===== config.mk =====
export PLATFORM = sky130hd
export DESIGN_NAME = sync_delay
export DESIGN_NICKNAME = d
export VERILOG_FILES = /design/src/source/oklab_pkg.sv /design/src/source/sync_delay.sv
export SDC_FILE = /design/constraint.sdc
export NUM_CORES = 1
export LEC_CHECK = 0
export ABC_AREA = 1
export BUFFER_PORTS_ARGS = -buffer_cell sky130_fd_sc_hd__clkbuf_2
export CAP_MARGIN = 20
export CORE_MARGIN = 1
export CORE_UTILIZATION = 50
export CTS_CLUSTER_DIAMETER = 50
export CTS_CLUSTER_SIZE = 8
export DETAILED_ROUTE_END_ITERATION = 10
export GPL_TIMING_DRIVEN = 0
export HOLD_SLACK_MARGIN = 0.05
export PLACE_DENSITY = 0.7
export SLEW_MARGIN = 20
export SYNTH_ARGS = -nofsm -noshare
export SYNTH_HDL_FRONTEND = slang
export SYNTH_SLANG_ARGS = --single-unit

===== constraint.sdc =====
create_clock -name clk -period 0.8 [get_ports clk]
set_clock_uncertainty 0.1 [all_clocks]
set_input_delay 0.16 -clock clk [delete_from_list [all_inputs] [get_ports clk]]
set_output_delay 0.16 -clock clk [all_outputs]
set_load 0.03 [all_outputs]

===== src/source/oklab_pkg.sv =====
// ====================
// Shared formats, latencies, coefficients and bus types for the
// LMS to OKLab pipeline. Every RTL module pulls this in with a
// wildcard import in its header.
// ====================

package oklab_pkg;

    // ====================
    // Number formats
    // ====================
    // Input channel, unsigned 8.4
    localparam int LMS_W    = 12;
    localparam int LMS_FRAC = 4;
    // Cube root, unsigned 3.11
    localparam int ROOT_W    = 14;
    localparam int ROOT_FRAC = 11;
    // Radicand scaled so the root lands on 11 fraction bits
    localparam int ROOT_PRE_SHIFT = 3 * ROOT_FRAC - LMS_FRAC;
    localparam int RAD_W          = LMS_W + ROOT_PRE_SHIFT;
    // Trial cubes need three root widths
    localparam int CUBE_W = 3 * ROOT_W;

    // Matrix coefficients carry 11 fraction bits
    localparam int COEF_FRAC = 11;
    // Signed row sums, 22 fraction bits
    localparam int MIX_W = 30;

    // Output formats. L is 0.15, a and b are S1.13
    localparam int L_W      = 15;
    localparam int AB_W     = 14;
    localparam int L_SHIFT  = ROOT_FRAC + COEF_FRAC - L_W;
    localparam int AB_SHIFT = ROOT_FRAC + COEF_FRAC - (AB_W - 1);
    localparam int L_MAX    = (1 << L_W) - 1;
    localparam int AB_MAX   = (1 << (AB_W - 1)) - 1;
    localparam int AB_MIN   = -(1 << (AB_W - 1));

    // ====================
    // OKLab matrix, x2048
    // ====================
    localparam int C_LL = 431;
    localparam int C_LM = 1625;
    localparam int C_LS = -8;
    localparam int C_AL = 4051;
    localparam int C_AM = -4974;
    localparam int C_AS = 923;
    localparam int C_BL = 53;
    localparam int C_BM = 1603;
    localparam int C_BS = -1656;

    // Stage latencies in clocks
    localparam int DECODE_LAT  = 14;
    localparam int EXECUTE_LAT = 2;
    localparam int RESULT_LAT  = 1;
    localparam int PIPE_LAT    = DECODE_LAT + EXECUTE_LAT + RESULT_LAT;

    // ====================
    // Bus types
    // ====================
    typedef struct packed {
        logic [LMS_W-1:0] l;
        logic [LMS_W-1:0] m;
        logic [LMS_W-1:0] s;
    } lms_t;

    typedef struct packed {
        logic [ROOT_W-1:0] l;
        logic [ROOT_W-1:0] m;
        logic [ROOT_W-1:0] s;
    } root_t;

    // Raw row sums before rounding
    typedef struct packed {
        logic signed [MIX_W-1:0] l;
        logic signed [MIX_W-1:0] a;
        logic signed [MIX_W-1:0] b;
    } mix_t;

    typedef struct packed {
        logic        [L_W-1:0]  l;
        logic signed [AB_W-1:0] a;
        logic signed [AB_W-1:0] b;
    } oklab_t;

    // Line strobes, same order as the sensor interface
    typedef struct packed {
        logic hstr;
        logic href;
        logic hend;
    } sync_t;

endpackage

===== src/source/sync_delay.sv =====
// ====================
// Delay line for the hstr, href and hend strobes.
// PIPE_LAT registers deep, so the flags leave together with the
// pixel they were sampled with.
// ====================

`timescale 1ns/1ps

module sync_delay import oklab_pkg::*; (
    input  logic  clk,
    input  logic  rst_n,
    input  sync_t i_sync,
    output sync_t o_sync
);

    // Tap 0 is the newest entry
    sync_t line_q [PIPE_LAT];

    always_ff @(posedge clk or negedge rst_n) begin
        if (!rst_n) begin
            for (int i = 0; i < PIPE_LAT; i++) begin
                line_q[i] <= '0;
            end
        end else begin
            line_q[0] <= i_sync;
            for (int i = 1; i < PIPE_LAT; i++) begin
                line_q[i] <= line_q[i-1];
            end
        end
    end

    assign o_sync = line_q[PIPE_LAT-1];

endmodule


==> results of run 1 <==
## report_power, final
group	internal, mW	switching, mW
combinational	0.0375	0.0657
clock	0.336	0.739
sequential	2.71	0.0389
## through the flow
stage | TNS [ps] | setup slack, ps | instance area (um^2) | util (%)
after floorplan | 0 | 47.4 | 1300 | -
after global placement | -20740 | -403 | 1370 | 55.9
after detailed placement | -25570 | -498 | 1370 | 55.9
after CTS | -1170 | -399 | 1470 | 59.7
after global routing | -1310 | -455 | 1470 | 59.8
final | -1090 | -371 | 1470 | 59.8
## cell type report
class	instances	area, um^2	share of cell area (%)
Sequential cell	51	1280	86.9
Timing Repair Buffer	10	97.6	6.64
Clock buffer	5	37.5	2.56
Tap cell	30	37.5	2.56
Clock inverter	3	20.0	1.36
## metal layers
| metal | global-route usage [%] | vias up | part of all wire [%] |
|---|---|---|---|
| li1 | - | 188 | - |
| met1 | 16.8 | 246 | 48 |
| met2 | 14.8 | 13 | 42 |
| met3 | 9.48 | 7 | 7.0 |
| met4 | 7.89 | 0 | 2.9 |
| met5 | 0 | - | 0 |
## flip-flops by register name, summed over array words and instances, names as in the netlist
name,count
line_q,48
o_sync,3
## cell usage in the layout (no fill, tap or decap)
master	synthesis	final
dfrtp_1	51	51
clkbuf_4	0	6
dlygate4sd3_1	0	3
clkbuf_2	0	3
buf_8	0	3
clkinvlp_4	0	2
clkinv_2	0	1
## what timing repair did
| action | 4_1_cts | 5_1_grt |
|---|---|---|
| gates resized for setup | 7 | 3 |
| endpoints found under the setup margin | 54 | 3 |
| setup buffers | 0 | 0 |
| hold endpoints to repair | 54 | 51 |
## worst max path at each step
stage                      end  slack (ps)  cells after the start       from
finish               o_sync[1]        -370                      1  o_sync[1]
global route         o_sync[1]        -460                      1  o_sync[1]
CTS                  o_sync[0]        -400                      1  o_sync[0]
detailed placement  line_q[50]        -500                      1      rst_n
global placement    line_q[50]        -400                      1      rst_n
floorplan            o_sync[0]          50                      1  o_sync[0]
## kinds of logic (layout without fill, tap and decap cells)
| logic type | Yosys count | in the layout | share of synthesized area (%) |
|---|---|---|---|
| flops | 51 | 51 | 98.3 |
| buf+inv | 3 | 18 | 1.73 |
==> flow_metrics.tcl, run 1 <==
set metrics [dict create \
    vdd_drop_max_mv 1.81 \
    yosysSeqAreaShare_pct 98.3 \
    total_track_usage_pct 12.8 \
    hold_slack_ps -272 \
    die_ar_um2 2810 \
    clock_tree.buffer_depth 2 \
    gp_routability_congestion 0.609 \
    grt_pass1_wl_mm 2.17 \
    clock_sink_count 51 \
    slew_headroom_pct 58.3 \
    fillerInstances 173 \
    number_of_global_route_vias_before_repair 446 \
    grt_antenna_before_repair 0 \
    r2r.worst_path.cells 0 \
    synthesis.area_per_instance_um2 24.1 \
    violations "negative hold slack, negative setup slack" \
    num_io_pins 8 \
    yosysWarnings 0 \
    syn2layout_area_growth_pct 13.1 \
    multi_input_comb_area_um2 0 \
    final_hold_viol_count 51 \
    number_of_remaining_drc_errors 0 \
    synth_cell_types 2 \
    cts_made_buffers 5 \
    dr.pass1.iters 3 \
    post_synth_main_area_contributors "dfrtp_1 98%, buf_4 1.7%" \
    timing_worst_slew_pin_value_ps 625 \
    critical_path.top_delay_family "flip-flops" \
    final.period_utilization_pct 146 \
    drt_first_iter_violations 5 \
    postSynthRegisterBits 51 \
    ys_async_sr_fraction_pct 100 \
    synth-edff-count 0 \
    detailedPlacementHpwl_um 635 \
    cts_max_level 2 \
    clock.fmax_mhz 854 \
    vias 454 \
    regToRegSetupSlack_ps 200 \
    worst_r2r_endpoint "line_q[17]" \
    smallest_setup_slack_after_layout_ps -371 \
    finalWorstPathRequiredPeriod_ps 1170 \
    wire_per_inst_um 12.6 \
    clk_latency_ps 350 \
    rsz0062_at_grt "true" \
    reg2reg_from "line_q[20]" \
    finalSetupViolCount 3 \
    critical_path.max_stage_delay_ps 420 \
    critical_path_class "reg -> out" \
    yosysTopAreaCell "dfrtp_1" \
    cpMaxStageDelayCell "dfrtp_1" \
    tritoncts_clock_tree "done" \
    powerDensity_nw_per_um2 2670 \
    post_layout_cell_count 99 \
    grt_overflow 0 \
    cp-end-kind "primary output" \
    cts.hold.buffers_added 3 \
    cp-start-kind "flop" \
    netlist.area_leader.share_pct 98.3 \
    io_buffers 7 \
    final_antenna_net_count 0 \
    fin_nets 73 \
    start_util_pct 52.9 \
    synth.net_count 59 \
    max-cap-violations 0 \
    outcome "complete, but fails checks" \
    postSynthCellCount 54 \
    die_w_um 53.0 \
    crit_required_ps 540 \
    drt-vias-per-instance 4.59 \
    worst_hold_path_type "in -> async" \
    report.final.slew_viol_count 0 \
    critical_path_arrival_ps 910 \
    timing.critical_path.cells "buf_8" \
    clockRootBuffer "clkbuf_4" \
    core.rowCount 18 \
    grt_start_max_net_pins 52 \
    cp_num_buf_inv 1 \
    design_power_total_mw 3.92 \
    dp.cells 91 \
    routed_wirelength_mm 1.25 \
    core_area_um2 2450 \
    synthTopCellsByCount "51 x dfrtp_1, 3 x buf_4" \
    comb.multi_input.count 0 \
    cts.reportedPaths.clkPinSlew_ps 140 \
    antenna_cells_inserted 0 \
    post_route_cells_drive_above_1_share_pct 21.7 \
    total_leakage_power_nw 0.673 \
    synthMostInstantiatedCell "dfrtp_1" \
    biggest_fanout_along_the_worst_timing_path 1 \
    netlist_area_um2 1300 \
    dominantRegCellSynth "dfrtp_1" \
    dieHeight_um 53.0 \
]
Power figures use the tool's default switching activity.
==> run 2, diff against run 1 <==
Settings changed: CORE_UTILIZATION 50 to 54, CTS_BUF_LIST from default to sky130_fd_sc_hd__clkbuf_2 sky130_fd_sc_hd__clkbuf_4 sky130_fd_sc_hd__clkbuf_8, PLACE_DENSITY 0.7 to 0.75.
==> flow_metrics.tcl, run 2 (synthesis gave the netlist of run 1 again) <==
set metrics [dict create \
    finalSetupViolCount 3 \
    critical_path.max_stage_delay_ps 420 \
    cts_made_buffers 5 \
    final_hold_viol_count 51 \
    fillerInstances 145 \
    timing.critical_path.cells "buf_8" \
    wire_per_inst_um 13.6 \
    slew_headroom_pct 57.8 \
    final.period_utilization_pct 145 \
    worst_hold_path_type "in -> async" \
    layout.cell_area.non_filler_um2 1470 \
    cts.reportedPaths.clkPinSlew_ps 120 \
    total_track_usage_pct 13.5 \
    grt_overflow 0 \
    die_w_um 51.0 \
    cts.hold.buffers_added 3 \
    report.final.slew_viol_count 0 \
    cts.repair_timing.setup_buffer_count 0 \
    grt_start_max_net_pins 52 \
    vias 435 \
    reg2reg_from "line_q[5]" \
    final_common_cell "dfrtp_1" \
    sequential_cell_area_um2 1280 \
    pre_cts_slack_ps -480 \
    number_of_global_route_vias_before_repair 475 \
    multi_input_comb_area_um2 0 \
    grt_pass1_wl_mm 2.19 \
    outcome "complete, but fails checks" \
    drt-vias-per-instance 4.53 \
    die_ar_um2 2610 \
    cp-end-kind "primary output" \
    cp_num_buf_inv 1 \
    post_layout_cell_count 96 \
    cts_max_level 2 \
    cpMaxStageDelayCell "dfrtp_1" \
    clockRootBuffer "clkbuf_4" \
    total_leakage_power_nw 0.680 \
    hold_slack_ps -248 \
    critical_path_arrival_ps 900 \
    registers.top_by_ff_count "line_q" \
    final_antenna_net_count 0 \
    powerDensity_nw_per_um2 2680 \
    tritoncts_clock_tree "done" \
    fin_setup_tns_ps -1040 \
    dr.pass1.iters 2 \
    dieHeight_um 51.0 \
    regToRegSetupSlack_ps 210 \
    comb.multi_input.count 0 \
    gp_routability_congestion 0.608 \
    clock_sink_count 51 \
    violations "negative hold slack, negative setup slack" \
    dp.cells 89 \
    number_of_remaining_drc_errors 0 \
    crit_required_ps 540 \
    smallest_setup_slack_after_layout_ps -361 \
    rsz0062_at_grt "true" \
    drt_first_iter_violations 4 \
    core.rowCount 17 \
    grt_antenna_before_repair 0 \
    detailedPlacementHpwl_um 659 \
    syn2layout_area_growth_pct 12.8 \
    post_route_cells_drive_above_1_share_pct 20.6 \
    critPathLaunch "o_sync[0]" \
    critical_path.top_delay_family "flip-flops" \
    core_area_um2 2230 \
    mostFrequentLayoutCells "51 x dfrtp_1, 6 x clkbuf_4, 3 x dlygate4sd3_1, 3 x clkbuf_2, 3 x buf_8" \
    fin_nets 73 \
    critical_path_class "reg -> out" \
    num_io_pins 8 \
    vdd_drop_max_mv 1.95 \
    antenna_cells_inserted 0 \
    postPlaceCellArea_um2 1370 \
    io_buffers 7 \
    clock_tree.buffer_depth 2 \
    start_util_pct 58.2 \
    clk_latency_ps 340 \
    cp-start-kind "flop" \
    finalWorstPathRequiredPeriod_ps 1160 \
    routed_wirelength_mm 1.31 \
    max-cap-violations 0 \
    largest_register_ffs 48 \
    biggest_fanout_along_the_worst_timing_path 1 \
    clock.fmax_mhz 861 \
    timing_worst_slew_pin_value_ps 632 \
]
## run 2: cell count changes in the layout (fill, tap and decap cells not counted)
cell	delta
clkinvlp_4	-2
clkbuf_8	+1
## run 2: metrics by stage
stage	util (%)	power [mW]	hold slack, ps
floorplan	-	2.80	-236
global placement	61.3	2.88	170
detailed placement	61.3	2.88	170
CTS	65.4	3.99	-249
global route	65.6	4.12	-223
finish	65.6	3.93	-248
## run 2: final cells by class
type	instances	area share (%)
clock buffers	6	3.50
well taps	28	2.39
clock inverters	1	0.342
flip-flops and latches	51	87.1
repair buffers	10	6.66
## run 2: where the power goes
group          switching (mW)  leakage [nW]  internal, mW
clock network           0.669        0.0341         0.408
registers              0.0394         0.594          2.71
logic                  0.0661        0.0519        0.0374
## run 2: worst paths after layout
path	end	cells after the start
max	o_sync[0]	1
min	line_q[3]	1
max reg2reg	o_sync[2]	0
min reg2reg	line_q[23]	0
max in group asynchronous	line_q[32]	1
min in group clk	line_q[23]	0
## run 2: what timing repair did
| item | in CTS | in global routing |
|---|---|---|
| gates cloned | 0 | 0 |
| setup endpoints to repair | 54 | 3 |
| endpoints found under the hold margin | 54 | 51 |
| resized for setup | 7 | 3 |
## run 2: per-layer routing
layer  part of all wire, %  global-route usage [%]  up-vias
li1                      -                       -      188
met5                     0                       0        -
met1                    48                    17.1      232
met2                    44                    17.1       13
met3                   5.8                    6.25        2
met4                   1.1                    12.5        0
