==> src/source/oklab_pkg.sv <==
// ====================
// Shared formats, latencies, coefficients and bus types for the
// LMS to OKLab pipeline. Every RTL module pulls this in with a
// wildcard import in its header.
// ====================

package oklab_pkg;

    // ====================
    // Number formats
    // ====================
    // Input channel, unsigned 8.4
    localparam int LMS_W    = 12;
    localparam int LMS_FRAC = 4;
    // Cube root, unsigned 3.11
    localparam int ROOT_W    = 14;
    localparam int ROOT_FRAC = 11;
    // Radicand scaled so the root lands on 11 fraction bits
    localparam int ROOT_PRE_SHIFT = 3 * ROOT_FRAC - LMS_FRAC;
    localparam int RAD_W          = LMS_W + ROOT_PRE_SHIFT;
    // Trial cubes need three root widths
    localparam int CUBE_W = 3 * ROOT_W;

    // Matrix coefficients carry 11 fraction bits
    localparam int COEF_FRAC = 11;
    // Signed row sums, 22 fraction bits
    localparam int MIX_W = 30;

    // Output formats. L is 0.15, a and b are S1.13
    localparam int L_W      = 15;
    localparam int AB_W     = 14;
    localparam int L_SHIFT  = ROOT_FRAC + COEF_FRAC - L_W;
    localparam int AB_SHIFT = ROOT_FRAC + COEF_FRAC - (AB_W - 1);
    localparam int L_MAX    = (1 << L_W) - 1;
    localparam int AB_MAX   = (1 << (AB_W - 1)) - 1;
    localparam int AB_MIN   = -(1 << (AB_W - 1));

    // ====================
    // OKLab matrix, x2048
    // ====================
    localparam int C_LL = 431;
    localparam int C_LM = 1625;
    localparam int C_LS = -8;
    localparam int C_AL = 4051;
    localparam int C_AM = -4974;
    localparam int C_AS = 923;
    localparam int C_BL = 53;
    localparam int C_BM = 1603;
    localparam int C_BS = -1656;

    // Stage latencies in clocks
    localparam int DECODE_LAT  = 14;
    localparam int EXECUTE_LAT = 2;
    localparam int RESULT_LAT  = 1;
    localparam int PIPE_LAT    = DECODE_LAT + EXECUTE_LAT + RESULT_LAT;

    // ====================
    // Bus types
    // ====================
    typedef struct packed {
        logic [LMS_W-1:0] l;
        logic [LMS_W-1:0] m;
        logic [LMS_W-1:0] s;
    } lms_t;

    typedef struct packed {
        logic [ROOT_W-1:0] l;
        logic [ROOT_W-1:0] m;
        logic [ROOT_W-1:0] s;
    } root_t;

    // Raw row sums before rounding
    typedef struct packed {
        logic signed [MIX_W-1:0] l;
        logic signed [MIX_W-1:0] a;
        logic signed [MIX_W-1:0] b;
    } mix_t;

    typedef struct packed {
        logic        [L_W-1:0]  l;
        logic signed [AB_W-1:0] a;
        logic signed [AB_W-1:0] b;
    } oklab_t;

    // Line strobes, same order as the sensor interface
    typedef struct packed {
        logic hstr;
        logic href;
        logic hend;
    } sync_t;

endpackage
==> src/source/oklab_round_clamp.sv <==
// ====================
// Output stage of the OKLab pipeline.
// Rounds half up, drops the extra fraction bits and saturates:
// L to unsigned 0.15, a and b to signed 1.13. One clock.
// ====================

`timescale 1ns/1ps

module oklab_round_clamp import oklab_pkg::*; (
    input  logic   clk,
    input  logic   rst_n,
    input  mix_t   i_mix,
    output oklab_t o_lab
);

    logic signed [MIX_W-1:0] l_sh;
    logic signed [MIX_W-1:0] a_sh;
    logic signed [MIX_W-1:0] b_sh;
    oklab_t                  lab_nxt;

    // Add half an LSB then arithmetic shift
    function automatic logic signed [MIX_W-1:0] rnd_shift(
        input logic signed [MIX_W-1:0] val,
        input int                      sh
    );
        logic signed [MIX_W-1:0] half;
        half = MIX_W'(1) <<< (sh - 1);
        return (val + half) >>> sh;
    endfunction

    // Saturate to 0..32767
    function automatic logic [L_W-1:0] clamp_l(input logic signed [MIX_W-1:0] val);
        if (val < 0) begin
            return '0;
        end
        if (val > L_MAX) begin
            return L_W'(L_MAX);
        end
        return val[L_W-1:0];
    endfunction

    // Saturate to -8192..8191
    function automatic logic signed [AB_W-1:0] clamp_ab(input logic signed [MIX_W-1:0] val);
        if (val < AB_MIN) begin
            return AB_W'(AB_MIN);
        end
        if (val > AB_MAX) begin
            return AB_W'(AB_MAX);
        end
        return val[AB_W-1:0];
    endfunction

    assign l_sh = rnd_shift(i_mix.l, L_SHIFT);
    assign a_sh = rnd_shift(i_mix.a, AB_SHIFT);
    assign b_sh = rnd_shift(i_mix.b, AB_SHIFT);

    assign lab_nxt.l = clamp_l(l_sh);
    assign lab_nxt.a = clamp_ab(a_sh);
    assign lab_nxt.b = clamp_ab(b_sh);

    // Registered output
    always_ff @(posedge clk or negedge rst_n) begin
        if (!rst_n) begin
            o_lab <= '0;
        end else begin
            o_lab <= lab_nxt;
        end
    end

endmodule

==> config.mk <==
export PLATFORM = sky130hd
export DESIGN_NAME = oklab_round_clamp
export DESIGN_NICKNAME = d
export VERILOG_FILES = /design/src/source/oklab_pkg.sv /design/src/source/oklab_round_clamp.sv
export SDC_FILE = /design/constraint.sdc
export NUM_CORES = 1
export LEC_CHECK = 0
export BUFFER_PORTS_ARGS = -buffer_cell sky130_fd_sc_hd__buf_2
export CAP_MARGIN = 0
export CELL_PAD_IN_SITES_DETAIL_PLACEMENT = 0
export CELL_PAD_IN_SITES_GLOBAL_PLACEMENT = 1
export CORE_UTILIZATION = 30
export DETAILED_ROUTE_END_ITERATION = 16
export GPL_TIMING_DRIVEN = 1
export PLACE_DENSITY = 0.81
export SKIP_LAST_GASP = 1
export SLEW_MARGIN = 20
export SYNTH_ARGS = -nofsm -noshare
export SYNTH_HDL_FRONTEND = slang
export SYNTH_SLANG_ARGS = --single-unit
==> constraint.sdc <==
create_clock -name clk -period 0.8 [get_ports clk]
set_input_delay 0.04 -clock clk [delete_from_list [all_inputs] [get_ports clk]]
set_output_delay 0.04 -clock clk [all_outputs]
set_load 0.01 [all_outputs]
==> out/results.ini, run 1 <==
[die]
core_area_mm2=0.009729
die_area_mm2=0.01038
rows=36
die_w_um=101.9
io_pins=135
fp.dieH_um=101.9
start_util_pct=30.76

[synthesis]
syn-num-nets=417
synth_seq_cells=43
synth_top_area_share_pct=35.95
synth.avg_cell_area_um2=9.295
async_flop_share_pct=100.0
ys_types=51
synth.area.top_cells=dfrtp_1, xnor2_1, nand3_1
synth-edff-count=0
synthMostInstantiatedCell=dfrtp_1
ys_warn_count=0
synth.cell_area_mm2=0.002993
ys_top_cells_by_count=dfrtp_1, xnor2_1, nand3_1
yosysTopAreaCell=dfrtp_1
syn_inst=322
ys_seq_area_share_pct=35.95
yosys_most_used_dff=dfrtp_1

[cells_and_area]
syn_to_final_growth_pct=87.12
stdcell_count=703
nets=664
num_antenna_cells=0
top_register=o_lab
reg.largest.list=o_lab (43)
largest_reg_flops=43
drive_above_1_share_pct=61.75

[hold_path]
hold_start=i_mix[67]
min_to=o_lab[30]
min_path_cells=4
hold_class=primary input to flip-flop

[clock_network]
cts_root_buf=clkbuf_8
cts_tree=built
htreeDepth=2
cts.sinks=43
cts_buffers=5
path_clk_slew_ps=80
cts_max_path_buffers=2

[global_routing]
grt_pass1_wl_mm=15.19
globalRouteOverflowTotal=0
track_usage_pct=18.57
grt_max_degree=44
first_global_vias=3371
antenna_found_initial=0

[routing]
wire_per_inst_um=14.01
post_drt_via_cell_ratio=5.021
dr.pass1.iters=5
antenna_left=0
route.detailed.drc=0
num_vias=3530
drt_iter0_drc=60
wirelength_mm=9.847

[setup_path]
path_cells=buf_8, ha_4, nand4_1, nor3_2, and4_4, mux2_4, o41ai_4, buf_4, clkbuf_16, a31oi_2
crit_family=simple AND/OR/NAND/NOR gates
worst_path_max_delay_cell=o41ai_4
path_depth=10
cp-start-kind=primary input
cp_data_arrival_time_ps=1900
critPathBufInv=3
cp.required_ps=970
cp-end-kind=flip-flop
max_stage_delay_ps=390
critPathMaxFanout=7
path_class=primary input to flip-flop

[timing]
fmax_mhz=580.8
slew_headroom_pct=64.34
setup_ws_ps=-921.8
whs_ps=142.2
period_minus_slack_ps=1722
fin_crit_sh_pct=215.2
setup_violations=86
finalHoldViolCount=0
final_max_slew_viol_count=0
rsz0062_at_grt=true
tightest_slew_ps=534.9

[power]
comb_power_share_pct=33.9
pwr-share-seq_pct=42.0
internal_power_mw=3.901
p_sw_share_pct=30.20
p_clk_share_pct=24.1
power.leakage_nw=2.452
powerDensity_mw_per_mm2=998.0
peakVddDrop_mv=0.5841
p_sw_mw=1.688

[place]
io_buffers=112
gp_congestion=0.9244
place_hpwl_mm=7.146
place_inst=668

[run_status]
status=finished, violations left
violations=negative setup slack

[job]
maxCapViolCount=0

-- repair_timing --
item | CTS | global route
buffers inserted | 16 | 6
endpoints found under the hold margin | 43 | 0
hold buffers | 1 | 0
pin swaps | 22 | 24
gates resized for setup | 85 | 31
gates cloned | 4 | 0
endpoints found under the setup margin | 86 | 86
-- worst min-delay path: stages --
cell and delay [ps]:
buf_8 80, nand3_1 80, nand2_1 100, a41oi_2 110
-- metal layers --
metal,track usage (%),vias to the layer above,routed length [µm]
met4,6.703,0,263
met5,0,-,0
li1,-,1681,-
met2,35.65,130,5415
met3,3.557,33,490
met1,20.16,1686,3677
-- kinds of logic after synthesis --
| kind of cell | synth area share, % |
|---|---|
| buf+inv | 4.013 |
| mux | 1.087 |
| xor+xnor | 14.97 |
| compound gates | 15.13 |
| fa+ha+maj | 1.254 |
| flops | 35.95 |
| simple gates | 27.59 |
-- worst max-delay path by stage --
stage	from	end	slack, ps
3_5_place_dp	i_mix[66]	o_lab[30]	-1260
3_3_place_gp	i_mix[66]	o_lab[30]	-1180
6_report	i_mix[67]	o_lab[41]	-920
2_1_floorplan	i_mix[66]	o_lab[32]	-1160
5_1_grt	i_mix[67]	o_lab[32]	-1010
4_1_cts	i_mix[67]	o_lab[35]	-900
-- power groups by stage --
stage | sequential, mW | combinational, mW | clock [mW]
final | 2.35 | 1.90 | 1.34
after CTS | 2.35 | 1.80 | 1.38
after floorplan | 2.46 | 0.553 | 0
after global placement | 2.39 | 1.53 | 0
after global routing | 2.36 | 2.05 | 1.46
after detailed placement | 2.39 | 1.57 | 0
-- final cells by class --
cell class	instances	area (µm²)
tap	133	166.4
fill	852	4129
timing repair buffer	249	1892
sequential	43	1076
clock inverter	2	12.51
inverter	12	45.04
clock buffer	6	72.57
multi-input combinational	258	2336
-- cell usage in the layout, fill, tap and decap left out, types with 10 or more instances in the layout --
cell,n
nor2_1,22
inv_1,10
dfrtp_1,43
a31oi_2,10
buf_4,120
buf_6,36
nand2_1,23
xnor2_1,29
buf_2,84
nand4_1,18
o211ai_1,11
nand3_1,19
xor2_1,13
-- stage by stage --
| step | utilization, % | total power, mW | area (µm²) | setup slack (ps) | setup TNS, ps |
|---|---|---|---|---|---|
| final | 57.56 | 5.589 | 5600 | -921.8 | -33110 |
| after global routing | 57.56 | 5.871 | 5600 | -1006 | -37710 |
| after CTS | 55.54 | 5.525 | 5404 | -898.8 | -32770 |
| after detailed placement | 48.53 | 3.957 | 4722 | -1260 | -47390 |
| after global placement | 48.53 | 3.916 | 4722 | -1182 | -45410 |
| after floorplan | - | 3.015 | 3228 | -1163 | -41650 |
No activity file was read; power rests on OpenSTA's default activity.
==> run 2: changes to the inputs <==
- PLACE_DENSITY: 0.81 -> 0.7
- SKIP_LAST_GASP: 1 -> unset
==> run 2 against run 1 <==
  * The flow still finishes with violations (negative setup slack)
  * Sequential share of layout area grew 0.27 points
  * Die area stayed put
  * Global-route usage shrank 0.23 points
  * Total power decreased by 1.4%
  * Wire length decreased by 0.71%
  * Hold slack hardly changed
  * Design area down 1.4%
  * Count of clock-buffer cells in the layout unchanged
  * First-iteration DRC count up 1.7%
  * Critical endpoint is now o_lab[30]
==> out/results.ini, run 2 (synthesis gave the netlist of run 1 again) <==
[timing]
setup_violations=86  ; unchanged
fmax_mhz=567.5  ; was 580.8 MHz
rsz0062_at_grt=true  ; unchanged
period_minus_slack_ps=1762  ; was 1722 ps
fin_crit_sh_pct=220.3  ; was 215.2%
tightest_slew_ps=529.8  ; was 534.9 ps
slew_headroom_pct=64.68  ; was 64.34%
finalHoldViolCount=0  ; unchanged
setup_ws_ps=-962.2  ; was -921.8 ps
final_max_slew_viol_count=0  ; unchanged

[cells_and_area]
n_fill_cell=850  ; was 852
fin_util_pct=56.78  ; was 57.56%
largest_reg_flops=43  ; unchanged
regArea_mm2=0.001076  ; unchanged
reg.largest.list=o_lab (43)  ; unchanged
multi_input_area_mm2=0.002218  ; was 0.002336 mm²
final_cell_mix=buf_4, buf_2, dfrtp_1  ; unchanged
stdcell_count=706  ; was 703
nets=667  ; was 664
top_register=o_lab  ; unchanged
num_antenna_cells=0  ; unchanged
drive_above_1_share_pct=59.51  ; was 61.75%
final_common_cell=buf_4  ; unchanged
syn_to_final_growth_pct=84.57  ; was 87.12%

[die]
die_w_um=101.9  ; unchanged
core_area_mm2=0.009729  ; unchanged
die_area_mm2=0.01038  ; unchanged
fp.dieH_um=101.9  ; unchanged
start_util_pct=30.76  ; unchanged
rows=36  ; unchanged
io_pins=135  ; unchanged

[place]
io_buffers=112  ; unchanged
place_inst=675  ; was 668
place_hpwl_mm=7.475  ; was 7.146 mm
gp_congestion=0.8613  ; was 0.9244

[setup_path]
max_stage_delay_ps=320  ; was 390 ps
cp-end-kind=flip-flop  ; unchanged
path_class=primary input to flip-flop  ; unchanged
critPathMaxFanout=8  ; was 7
cp_data_arrival_time_ps=1900  ; about the same
cp-start-kind=primary input  ; unchanged
worst_path_max_delay_cell=mux2_4  ; was o41ai_4
cp.required_ps=940  ; was 970 ps
path_cells=buf_8, ha_4, nand4_1, nor3_2, and4_1, mux2_4, o41ai_4, buf_4, buf_12, a41oi_2  ; was buf_8, ha_4, nand4_1, nor3_2, and4_4, mux2_4, o41ai_4, buf_4, clkbuf_16, a31oi_2

[hold_path]
hold_class=primary input to flip-flop  ; unchanged

[global_routing]
grt_pass1_wl_mm=15.08  ; was 15.19 mm
globalRouteOverflowTotal=0  ; unchanged
track_usage_pct=18.34  ; was 18.57%
grt_max_degree=27  ; was 44
antenna_found_initial=0  ; unchanged
first_global_vias=3387  ; was 3,371

[routing]
dr.pass1.iters=4  ; was 5
wirelength_mm=9.777  ; was 9.847 mm
antenna_left=0  ; unchanged
route.detailed.drc=0  ; unchanged
post_drt_via_cell_ratio=4.867  ; was 5.021
num_vias=3436  ; was 3,530
drt_iter0_drc=61  ; was 60
wire_per_inst_um=13.85  ; was 14.01 µm

[run_status]
violations=negative setup slack  ; unchanged
status=finished, violations left  ; unchanged

[power]
powerDensity_mw_per_mm2=997.9  ; was 998.0 mW/mm²
power.leakage_nw=2.416  ; was 2.452 nW
peakVddDrop_mv=0.8465  ; was 0.5841 mV

[clock_network]
cts.sinks=43  ; unchanged
cts_root_buf=clkbuf_8  ; unchanged
path_clk_slew_ps=70  ; was 80 ps
cts_max_path_buffers=2  ; unchanged
htreeDepth=2  ; unchanged
cts_tree=built  ; unchanged
cts_buffers=5  ; unchanged

[job]
maxCapViolCount=0  ; unchanged

## run 2: cell types whose count changed in the layout (fill, tap and decap cells not counted), moves of 4 or more
cell / delta
buf_4: +8
o21ai_1: +7
o21ai_2: -7
buf_2: -5
or2_2: +4
or2_4: -4
## run 2: through the flow
stage / worst slack (ps) / hold slack, ps / TNS (ps) / total power [mW] / cell area (µm²)
after detailed placement: -1265 / -68.15 / -47590 / 3.990 / 4787
after CTS: -874.8 / 130.0 / -32750 / 5.476 / 5351
after floorplan: -1163 / -255.6 / -41650 / 3.015 / 3228
after global routing: -1035 / 140.3 / -39660 / 5.832 / 5524
final: -962.2 / 142.6 / -34650 / 5.513 / 5524
after global placement: -1191 / -73.74 / -45790 / 3.958 / 4787
## run 2: final timing paths
path                             end  slack, ps  startpoint  cells past startpoint
worst max-delay path       o_lab[30]       -960   i_mix[66]                     10
max in group asynchronous  o_lab[30]        220       rst_n                      3
worst min-delay path       o_lab[30]        140   i_mix[89]                      3
min in group asynchronous   o_lab[6]        160       rst_n                      2
## run 2: cell type report
cell class,instances,area share [%]
flip-flops and latches,43,19.48
clock buffers,6,1.314
clock inverters,2,0.2265
well taps,133,3.012
inverters,12,0.8154
repair buffers,252,34.99
multi-input cells,258,40.16
## run 2: critical path: cells and delay by family
family | cells | cell delay [ps]
adders and majority gates | 1 | 130
muxes | 1 | 320
buffers and inverters | 3 | 390
AOI/OAI and AO/OA | 2 | 370
and+or+nand+nor | 3 | 660
## run 2: routing by layer
metal | wire, µm | track usage [%] | up-vias
met5 | 0 | 0 | -
met4 | 184 | 5.275 | 0
met3 | 397 | 2.873 | 16
met2 | 5315 | 35.45 | 100
met1 | 3880 | 20.65 | 1629
li1 | - | - | 1691
## run 2: timing repair
action                     in CTS  in global routing
setup endpoints to repair      86                 86
resized for setup              73                 20
setup buffers                  14                  5
pin swaps                      13                 13
hold buffers                    1                  0
cloned                          2                  1
hold endpoints to repair       43                  0
## run 2: power by group
group | switching [mW] | internal [mW]
registers | 0.0451 | 2.31
clock network | 0.684 | 0.610
logic | 0.881 | 0.986
total | 1.61 | 3.90
